`src/include/cpu_config.svh`:
```
// Core configuration macros
`ifndef CPU_CONFIG_SVH
`define CPU_CONFIG_SVH

// Data word size in bits
`define WORD_WIDTH 32

// Architectural registers
`define REG_COUNT 16

// Instruction queue entries, also the sender's credits after reset
`define INSTR_DEPTH 4

// Output slots the consumer grants after reset
`define OUT_CREDITS 2

`endif

```
`src/logic/cpuIsaPkg.sv`:
```
// Instruction set types
`include "cpu_config.svh"

package cpuIsaPkg;

   // Data word and field types
   typedef logic [`WORD_WIDTH-1:0] word_t;
   typedef logic [3:0]             regIdx_t;
   typedef logic [18:0]            const_t;

   // Opcode sits in the top five bits of the instruction
   typedef enum logic [4:0] {
      opLdi  = 5'b00001,
      opAdd  = 5'b00011,
      opSub  = 5'b00100,
      opAnd  = 5'b00101,
      opOr   = 5'b00110,
      opShr  = 5'b00111,
      opShl  = 5'b01000,
      opAddi = 5'b01100,
      opAndi = 5'b01101,
      opOri  = 5'b01110,
      opOut  = 5'b10111,
      opNop  = 5'b11010
   } opcode_t;

endpackage

```
`src/logic/cpuPipePkg.sv`:
```
// Pipeline stage records
package cpuPipePkg;

   // Decode to execute
   typedef struct packed {
      cpuIsaPkg::opcode_t opcode;
      // Destination register, Ra of the instruction
      cpuIsaPkg::regIdx_t dest;
      // Already zero for ldi with base R0
      cpuIsaPkg::word_t   operandA;
      // Register value or sign-extended constant
      cpuIsaPkg::word_t   operandB;
      logic               valid;
   } decodedOp_t;

   // Execute to result
   typedef struct packed {
      cpuIsaPkg::opcode_t opcode;
      cpuIsaPkg::regIdx_t dest;
      cpuIsaPkg::word_t   result;
      logic               valid;
   } execResult_t;

endpackage

```
`src/logic/aluExecute.sv`:
```
// Execute stage ALU
`timescale 1ns/10ps
`include "cpu_config.svh"

module aluExecute (
   input  logic                    Clock,
   input  logic                    rstN,
   input  cpuPipePkg::decodedOp_t  issueOp,
   input  logic                    stall,
   output cpuPipePkg::execResult_t execOut
);
   import cpuIsaPkg::*;
   import cpuPipePkg::*;

   localparam int ShW = $clog2(`WORD_WIDTH);

   word_t          aluResult;
   logic [ShW-1:0] shiftAmt;

   // Shift distance from the low bits of operand B
   assign shiftAmt = issueOp.operandB[ShW-1:0];

   always_comb begin
      case (issueOp.opcode)
         opLdi, opAddi, opAdd: begin
            aluResult = issueOp.operandA + issueOp.operandB;
         end
         opSub: begin
            aluResult = issueOp.operandA - issueOp.operandB;
         end
         opAnd, opAndi: begin
            aluResult = issueOp.operandA & issueOp.operandB;
         end
         opOr, opOri: begin
            aluResult = issueOp.operandA | issueOp.operandB;
         end
         opShl: begin
            aluResult = issueOp.operandA << shiftAmt;
         end
         opShr: begin
            aluResult = issueOp.operandA >> shiftAmt;
         end
         // out passes its register value through
         default: begin
            aluResult = issueOp.operandA;
         end
      endcase
   end

   always_ff @(posedge Clock) begin
      if (!rstN) begin
         execOut.valid <= 1'b0;
      end else if (!stall) begin
         execOut.opcode <= issueOp.opcode;
         execOut.dest   <= issueOp.dest;
         execOut.result <= aluResult;
         // nop dies here
         execOut.valid  <= issueOp.valid && (issueOp.opcode != opNop);
      end
   end

endmodule

```
`src/logic/instrDecode.sv`:
```
// Instruction queue, decode and issue
`timescale 1ns/10ps
`include "cpu_config.svh"

module instrDecode (
   input  logic                   Clock,
   input  logic                   rstN,
   input  logic                   instrValid,
   input  cpuIsaPkg::word_t       instrWord,
   output logic                   instrCredit,
   output cpuIsaPkg::regIdx_t     readIdxA,
   output cpuIsaPkg::regIdx_t     readIdxB,
   input  cpuIsaPkg::word_t       readDataA,
   input  cpuIsaPkg::word_t       readDataB,
   input  logic                   writeEn,
   input  cpuIsaPkg::regIdx_t     writeIdx,
   input  logic                   stall,
   output cpuPipePkg::decodedOp_t issueOp
);
   import cpuIsaPkg::*;
   import cpuPipePkg::*;

   localparam int PtrW   = $clog2(`INSTR_DEPTH);
   localparam int ConstW = $bits(const_t);
   localparam int OpLsb  = `WORD_WIDTH - $bits(opcode_t);
   localparam int RaLsb  = OpLsb - $bits(regIdx_t);
   localparam int RbLsb  = RaLsb - $bits(regIdx_t);
   localparam int RcLsb  = RbLsb - $bits(regIdx_t);

   word_t                 queue [`INSTR_DEPTH];
   logic [PtrW-1:0]       wrPtr;
   logic [PtrW-1:0]       rdPtr;
   logic [PtrW:0]         count;
   logic [`REG_COUNT-1:0] pending;

   word_t      headWord;
   word_t      constExt;
   word_t      opndA;
   word_t      opndB;
   opcode_t    headOp;
   regIdx_t    fieldRa;
   regIdx_t    fieldRb;
   regIdx_t    fieldRc;
   const_t     fieldConst;
   logic       headValid;
   logic       knownOp;
   logic       needA;
   logic       needB;
   logic       setsDest;
   logic       hazard;
   logic       canIssue;
   logic       pop;
   decodedOp_t nextOp;

   function automatic logic [PtrW-1:0] nextPtr(input logic [PtrW-1:0] ptr);
      return (ptr == PtrW'(`INSTR_DEPTH - 1)) ? '0 : ptr + 1'b1;
   endfunction

   // Fields of the instruction at the head of the queue
   assign headWord   = queue[rdPtr];
   assign headValid  = (count != '0);
   assign headOp     = opcode_t'(headWord[OpLsb +: $bits(opcode_t)]);
   assign fieldRa    = headWord[RaLsb +: $bits(regIdx_t)];
   assign fieldRb    = headWord[RbLsb +: $bits(regIdx_t)];
   assign fieldRc    = headWord[RcLsb +: $bits(regIdx_t)];
   assign fieldConst = headWord[ConstW-1:0];
   assign constExt   = {{(`WORD_WIDTH - ConstW){fieldConst[ConstW-1]}}, fieldConst};

   // out reads Ra, everything else reads Rb and Rc
   assign readIdxA = (headOp == opOut) ? fieldRa : fieldRb;
   assign readIdxB = fieldRc;

   always_comb begin
      knownOp  = 1'b1;
      needA    = 1'b0;
      needB    = 1'b0;
      setsDest = 1'b0;
      opndA    = readDataA;
      opndB    = constExt;
      case (headOp)
         opLdi: begin
            // Base register R0 means no base at all
            needA    = (fieldRb != '0);
            setsDest = 1'b1;
            if (fieldRb == '0) begin
               opndA = '0;
            end
         end
         opAddi, opAndi, opOri: begin
            needA    = 1'b1;
            setsDest = 1'b1;
         end
         opAdd, opSub, opAnd, opOr, opShl, opShr: begin
            needA    = 1'b1;
            needB    = 1'b1;
            setsDest = 1'b1;
            opndB    = readDataB;
         end
         opOut: begin
            needA = 1'b1;
            opndB = '0;
         end
         opNop: opndB = '0;
         default: knownOp = 1'b0;
      endcase
   end

   // Wait on pending sources, and on a pending destination to keep writes ordered
   assign hazard = (needA && pending[readIdxA]) || (needB && pending[readIdxB])
                   || (setsDest && pending[fieldRa]);
   // Undefined opcodes leave the queue without issuing
   assign pop      = headValid && !stall && !hazard;
   assign canIssue = pop && knownOp;
   assign nextOp   = '{opcode: headOp, dest: fieldRa, operandA: opndA,
                       operandB: opndB, valid: canIssue};

   always_ff @(posedge Clock) begin
      if (instrValid) begin
         queue[wrPtr] <= instrWord;
      end
   end

   always_ff @(posedge Clock) begin
      if (!rstN) begin
         wrPtr         <= '0;
         rdPtr         <= '0;
         count         <= '0;
         instrCredit   <= 1'b0;
         pending       <= '0;
         issueOp.valid <= 1'b0;
      end else begin
         if (instrValid) begin
            wrPtr <= nextPtr(wrPtr);
         end
         if (pop) begin
            rdPtr <= nextPtr(rdPtr);
         end
         case ({instrValid, pop})
            2'b10:   count <= count + 1'b1;
            2'b01:   count <= count - 1'b1;
            default: count <= count;
         endcase
         // One credit back per freed entry
         instrCredit <= pop;
         if (writeEn) begin
            pending[writeIdx] <= 1'b0;
         end
         if (canIssue && setsDest) begin
            pending[fieldRa] <= 1'b1;
         end
         if (!stall) begin
            issueOp <= nextOp;
         end
      end
   end

   // Sender spends a credit per beat, so a full queue never sees one
   assert property (@(posedge Clock) disable iff (!rstN)
      instrValid |-> count < `INSTR_DEPTH);

   // Operands come straight from the register file, so no write may be in flight
   assert property (@(posedge Clock) disable iff (!rstN)
      canIssue |-> !(needA && (pending[readIdxA] || (writeEn && writeIdx == readIdxA)))
                && !(needB && (pending[readIdxB] || (writeEn && writeIdx == readIdxB))));

endmodule

```
`src/logic/miniCore.sv`:
```
// Core top level
`timescale 1ns/10ps

module miniCore (
   input  logic             Clock,
   input  logic             rstN,
   input  logic             instrValid,
   input  cpuIsaPkg::word_t instrWord,
   output logic             instrCredit,
   output logic             outValid,
   output cpuIsaPkg::word_t outData,
   input  logic             outCredit
);
   import cpuIsaPkg::*;
   import cpuPipePkg::*;

   regIdx_t     readIdxA;
   regIdx_t     readIdxB;
   regIdx_t     writeIdx;
   word_t       readDataA;
   word_t       readDataB;
   word_t       writeData;
   logic        writeEn;
   logic        stall;
   decodedOp_t  issueOp;
   execResult_t execOut;

   regFile u_regFile (
      .Clock     (Clock),
      .rstN      (rstN),
      .readIdxA  (readIdxA),
      .readIdxB  (readIdxB),
      .readDataA (readDataA),
      .readDataB (readDataB),
      .writeEn   (writeEn),
      .writeIdx  (writeIdx),
      .writeData (writeData)
   );

   instrDecode u_decode (
      .Clock       (Clock),
      .rstN        (rstN),
      .instrValid  (instrValid),
      .instrWord   (instrWord),
      .instrCredit (instrCredit),
      .readIdxA    (readIdxA),
      .readIdxB    (readIdxB),
      .readDataA   (readDataA),
      .readDataB   (readDataB),
      .writeEn     (writeEn),
      .writeIdx    (writeIdx),
      .stall       (stall),
      .issueOp     (issueOp)
   );

   aluExecute u_execute (
      .Clock   (Clock),
      .rstN    (rstN),
      .issueOp (issueOp),
      .stall   (stall),
      .execOut (execOut)
   );

   resultWriteback u_result (
      .Clock     (Clock),
      .rstN      (rstN),
      .execOut   (execOut),
      .writeEn   (writeEn),
      .writeIdx  (writeIdx),
      .writeData (writeData),
      .outValid  (outValid),
      .outData   (outData),
      .outCredit (outCredit),
      .stall     (stall)
   );

endmodule

```
`src/logic/regFile.sv`:
```
// General purpose register file
`timescale 1ns/10ps
`include "cpu_config.svh"

module regFile (
   input  logic               Clock,
   input  logic               rstN,
   input  cpuIsaPkg::regIdx_t readIdxA,
   input  cpuIsaPkg::regIdx_t readIdxB,
   output cpuIsaPkg::word_t   readDataA,
   output cpuIsaPkg::word_t   readDataB,
   input  logic               writeEn,
   input  cpuIsaPkg::regIdx_t writeIdx,
   input  cpuIsaPkg::word_t   writeData
);
   import cpuIsaPkg::*;

   word_t regs [`REG_COUNT];

   // Reads are combinational, no bypass from the write port
   assign readDataA = regs[readIdxA];
   assign readDataB = regs[readIdxB];

   always_ff @(posedge Clock) begin
      if (!rstN) begin
         for (int i = 0; i < `REG_COUNT; i++) begin
            regs[i] <= '0;
         end
      end else if (writeEn) begin
         regs[writeIdx] <= writeData;
      end
   end

endmodule

```
`src/logic/resultWriteback.sv`:
```
// Register write-back and output port
`timescale 1ns/10ps
`include "cpu_config.svh"

module resultWriteback (
   input  logic                    Clock,
   input  logic                    rstN,
   input  cpuPipePkg::execResult_t execOut,
   output logic                    writeEn,
   output cpuIsaPkg::regIdx_t      writeIdx,
   output cpuIsaPkg::word_t        writeData,
   output logic                    outValid,
   output cpuIsaPkg::word_t        outData,
   input  logic                    outCredit,
   output logic                    stall
);
   import cpuIsaPkg::*;
   import cpuPipePkg::*;

   localparam int CreditW = $clog2(`OUT_CREDITS + 1);

   logic [CreditW-1:0] credits;
   logic               isOut;
   logic               haveCredit;

   assign isOut      = execOut.valid && (execOut.opcode == opOut);
   assign haveCredit = (credits != '0);

   // Register results write in the cycle they arrive
   assign writeEn   = execOut.valid && !isOut;
   assign writeIdx  = execOut.dest;
   assign writeData = execOut.result;

   // out waits here until the consumer has room
   assign outValid = isOut && haveCredit;
   assign outData  = execOut.result;
   assign stall    = isOut && !haveCredit;

   always_ff @(posedge Clock) begin
      if (!rstN) begin
         credits <= CreditW'(`OUT_CREDITS);
      end else begin
         case ({outCredit, outValid})
            2'b10:   credits <= credits + 1'b1;
            2'b01:   credits <= credits - 1'b1;
            default: credits <= credits;
         endcase
      end
   end

   // Consumer never returns more than it granted
   assert property (@(posedge Clock) disable iff (!rstN)
      !(outValid && credits == '0) && credits <= CreditW'(`OUT_CREDITS));

endmodule

```
`config.mk`:
```
export PLATFORM = sky130hd
export DESIGN_NAME = miniCore
export DESIGN_NICKNAME = d
export VERILOG_FILES = /design/src/logic/cpuIsaPkg.sv /design/src/logic/cpuPipePkg.sv /design/src/logic/aluExecute.sv /design/src/logic/instrDecode.sv /design/src/logic/miniCore.sv /design/src/logic/regFile.sv /design/src/logic/resultWriteback.sv
export VERILOG_INCLUDE_DIRS = /design/src /design/src/include
export SDC_FILE = /design/constraint.sdc
export NUM_CORES = 2
export LEC_CHECK = 0
export ABC_AREA = 1
export BUFFER_PORTS_ARGS = -buffer_cell sky130_fd_sc_hd__buf_2
export CAP_MARGIN = 20
export CORE_AREA = 2 2 428 430
export DETAILED_ROUTE_END_ITERATION = 16
export DIE_AREA = 0 0 430 432
export PLACE_DENSITY_LB_ADDON = 0.05
export SYNTH_ARGS = -nofsm -noshare
export SYNTH_HDL_FRONTEND = slang
export SYNTH_SLANG_ARGS = --single-unit
```
`constraint.sdc`:
```
create_clock -name Clock -period 4.2 [get_ports Clock]
set_input_delay 0.42 -clock Clock [delete_from_list [all_inputs] [get_ports Clock]]
set_output_delay 0.42 -clock Clock [all_outputs]
set_load 0.03 [all_outputs]
```
==> summary.txt <==
First-pass GRT wire length = 294000 µm
Share of post-route cells with drive strength above 1 = 0.104
Drt via density = 5.06
I/O pin count = 70
Setup Crit Path Kind = reg2reg
HP Start = outCredit
Final Net Count = 5326
Least-Margin Pin Slew = 0.986 ns
Endpoint type of the worst setup path = flip-flop
Core box area = 0.182 mm²
Unique cell type count in the Yosys netlist = 60
Setup WS post-layout = 0.278 ns
Mean routed wirelength per cell = 27.1 µm
Syn Area/Cell = 8.57 µm²
Hold Path Class = in2reg
TNS Setup = 0 ns
H-tree Lvls = 3
Dpl ws = -0.0980 ns
Commonest cells in the netlist = nand2_1, edfxtp_1, nor2_1, o211ai_1, nand3_1
Cell Area, Placed = 0.0486 mm²
Slew HR = 0.342
Post-synth EDFFs = 754
Final Cycle Share = 0.934
Overall power = 43.7 mW
Num CTS Buffers = 98
Top-area cell type share of the netlist area = 0.501
Die area = 0.186 mm²
Biggest area consumer among synthesized cells = edfxtp_1
Port bufs = 69
Hold slack = 0.102 ns
Root Driver = clkbuf_16
Status = finished clean
Fin util = 0.288
Worst-path clk slew = 0.06 ns
# rows = 157
R2R setup slack = 0.28 ns
Synth top area cells = edfxtp_1, o211ai_1, nand2_1
Worst hold path cell count = 4
Vias in the first global route = 38169
Reg-to-Reg Start = u_decode.issueOp[1]
CTS sink count = 784
Reg2reg path depth = 23
P&R area growth vs syn = 15.9%
Initial DRC count = 3386
FMAX = 255 MHz
Antenna violations before repair = 11
Pin count of the biggest net entering global routing = 159
Drc violations = 0
Clock Skews = 0.0465 ns
Post-detailed-routing wire length = 209000 µm
Die height = 432 µm
Power Dens Cells = 835 mW/mm²
Ys flop type = edfxtp_1
Grt ovf = 0
Crit-path max FO = 4
Slew Limit Fails = 0
Placer Congestion = 0.929
Hold path endpoint = u_result.credits[0]
Startpoint Class = flip-flop
Setup Viol. Count Final = 0
Gr usage total = 0.220
DRT Pass-1 Iters = 5
Seq/Total Area, Yosys = 0.515
Starting Density = 0.248
ANT nets after route = 0
Mapped Area = 0.0452 mm²
IR drop worst, VDD = 0.000993 V
Leakage = 19.7 nW
Post-detail-place hpwl = 133000 µm
Syn nets = 5351
Fin crit period = 3.92 ns
Count leader, synth = nand2_1
Async set-reset flop share out of synthesis = 0
Max Root-Sink Buffers = 3
Fin. Hold Viols = 0
Via count = 39026
CP Data Required Time = 4.66 ns
Cells after DPL = 7493
FF-to-FF End = u_execute.execOut[27]
Yosys reg bits = 784
Yosys warns = 0
Clk Latency, worst-skew pair = 0.75 ns
CP arrival = 4.38 ns
Post-route cell area = 0.0523 mm²
CTS tree = done
Non-filler instance count after layout = 7715
Die width = 430 µm
Max-Cap Viols = 0
Cells after Synth = 5271
-- worst max-delay path by stage --
stage,start,to,slack (ns),depth (start not counted)
after global routing,u_decode.issueOp[2],u_execute.execOut[30],-0.04,24
after floorplan,u_decode.issueOp[2],u_execute.execOut[32],0.06,25
after global placement,u_decode.issueOp[1],u_execute.execOut[27],-0.04,21
final,u_decode.issueOp[1],u_execute.execOut[27],0.28,23
after detailed placement,u_decode.issueOp[1],u_execute.execOut[27],-0.1,21
after CTS,u_decode.issueOp[2],u_execute.execOut[32],0.03,22
-- routing by layer --
metal / global-route usage / vias up / wire length [µm]
met5: 0 / - / 0
met4: 0.0634 / 0 / 5390
met3: 0.0221 / 241 / 8660
met2: 0.368 / 980 / 99100
met1: 0.301 / 19522 / 95800
li1: - / 18283 / -
-- repair_timing --
action                                  4_1_cts  5_1_grt
cloned                                        0        0
pin swaps                                     0       21
hold endpoints to repair                    128        0
hold buffers                                 32        0
setup buffers                                 0        6
endpoints found under the setup margin        4       16
gates resized for setup                       3       57
-- registers in the layout (all words and copies together), names as in the netlist, named ones only --
register / count
u_decode.count: 3
u_decode.instrCredit: 1
u_decode.issueOp: 74
u_decode.pending: 16
u_decode.queue: 128
u_decode.rdPtr: 2
u_decode.wrPtr: 2
u_execute.execOut: 42
u_regFile.regs: 512
u_result.credits: 2
-- power by group --
group          total, mW  switching, mW  internal (mW)
sequential          11.2           1.41           9.76
combinational       24.0           17.4           6.63
clock               8.51           3.69           4.82
-- cell type report --
cell class	count	area, µm²
diodes	2	5.00
clock buffers	127	2640
clock inverters	55	503
fillers	19326	129000
inverters	504	1910
multi-input cells	3556	18500
flip-flops and latches	784	23200
well taps	2385	2980
repair buffers	302	2520
-- cells in the final DEF, fill, tap and decap left out, drive strengths merged, types with 6 or more instances in the layout --
cell type       n
a21oi         192
a22oi           8
a31oi          14
a32o           18
buf           270
bufinv          6
clkbuf        127
clkinv         46
dfxtp          30
dlygate4sd3    32
edfxtp        754
ha             42
inv           503
mux2i          11
nand2        1034
nand3         496
nand4          24
nor2          711
nor3           25
nor4            9
o2111ai         8
o211ai        522
o21a           12
o21ai         299
o221ai         16
o22ai          20
or2            18
xnor2           8
xor2           25
-- critical path, cell delays in order (launching register included) --
cell and delay [ns]:
edfxtp_1 0.41, buf_4 0.17, nor3_4 0.20, nand2_2 0.10, nor3_4 0.25, buf_4 0.16
inv_1 0.03, o21ai_1 0.15, buf_4 0.14, xnor2_1 0.11, inv_1 0.06, ha_1 0.32
a21oi_1 0.18, inv_1 0.07, nor2_1 0.18, o21ai_0 0.11, buf_4 0.15, nand2_1 0.06
o2111ai_2 0.16, nand2_1 0.13, nand2_2 0.07, or2_2 0.28, nand3_1 0.07, nand4_1 0.09
-- cell families after synthesis --
logic type,after synthesis,share of synthesized area
buffers and inverters,931,0.0858
xor gates and xnor gates,33,0.00640
AOI/OAI and AO/OA,1147,0.165
DFF,784,0.515
adders and majority gates,44,0.0125
and+or+nand+nor,2321,0.213
muxes,11,0.00244
No activity file was read; power rests on OpenSTA's default activity.
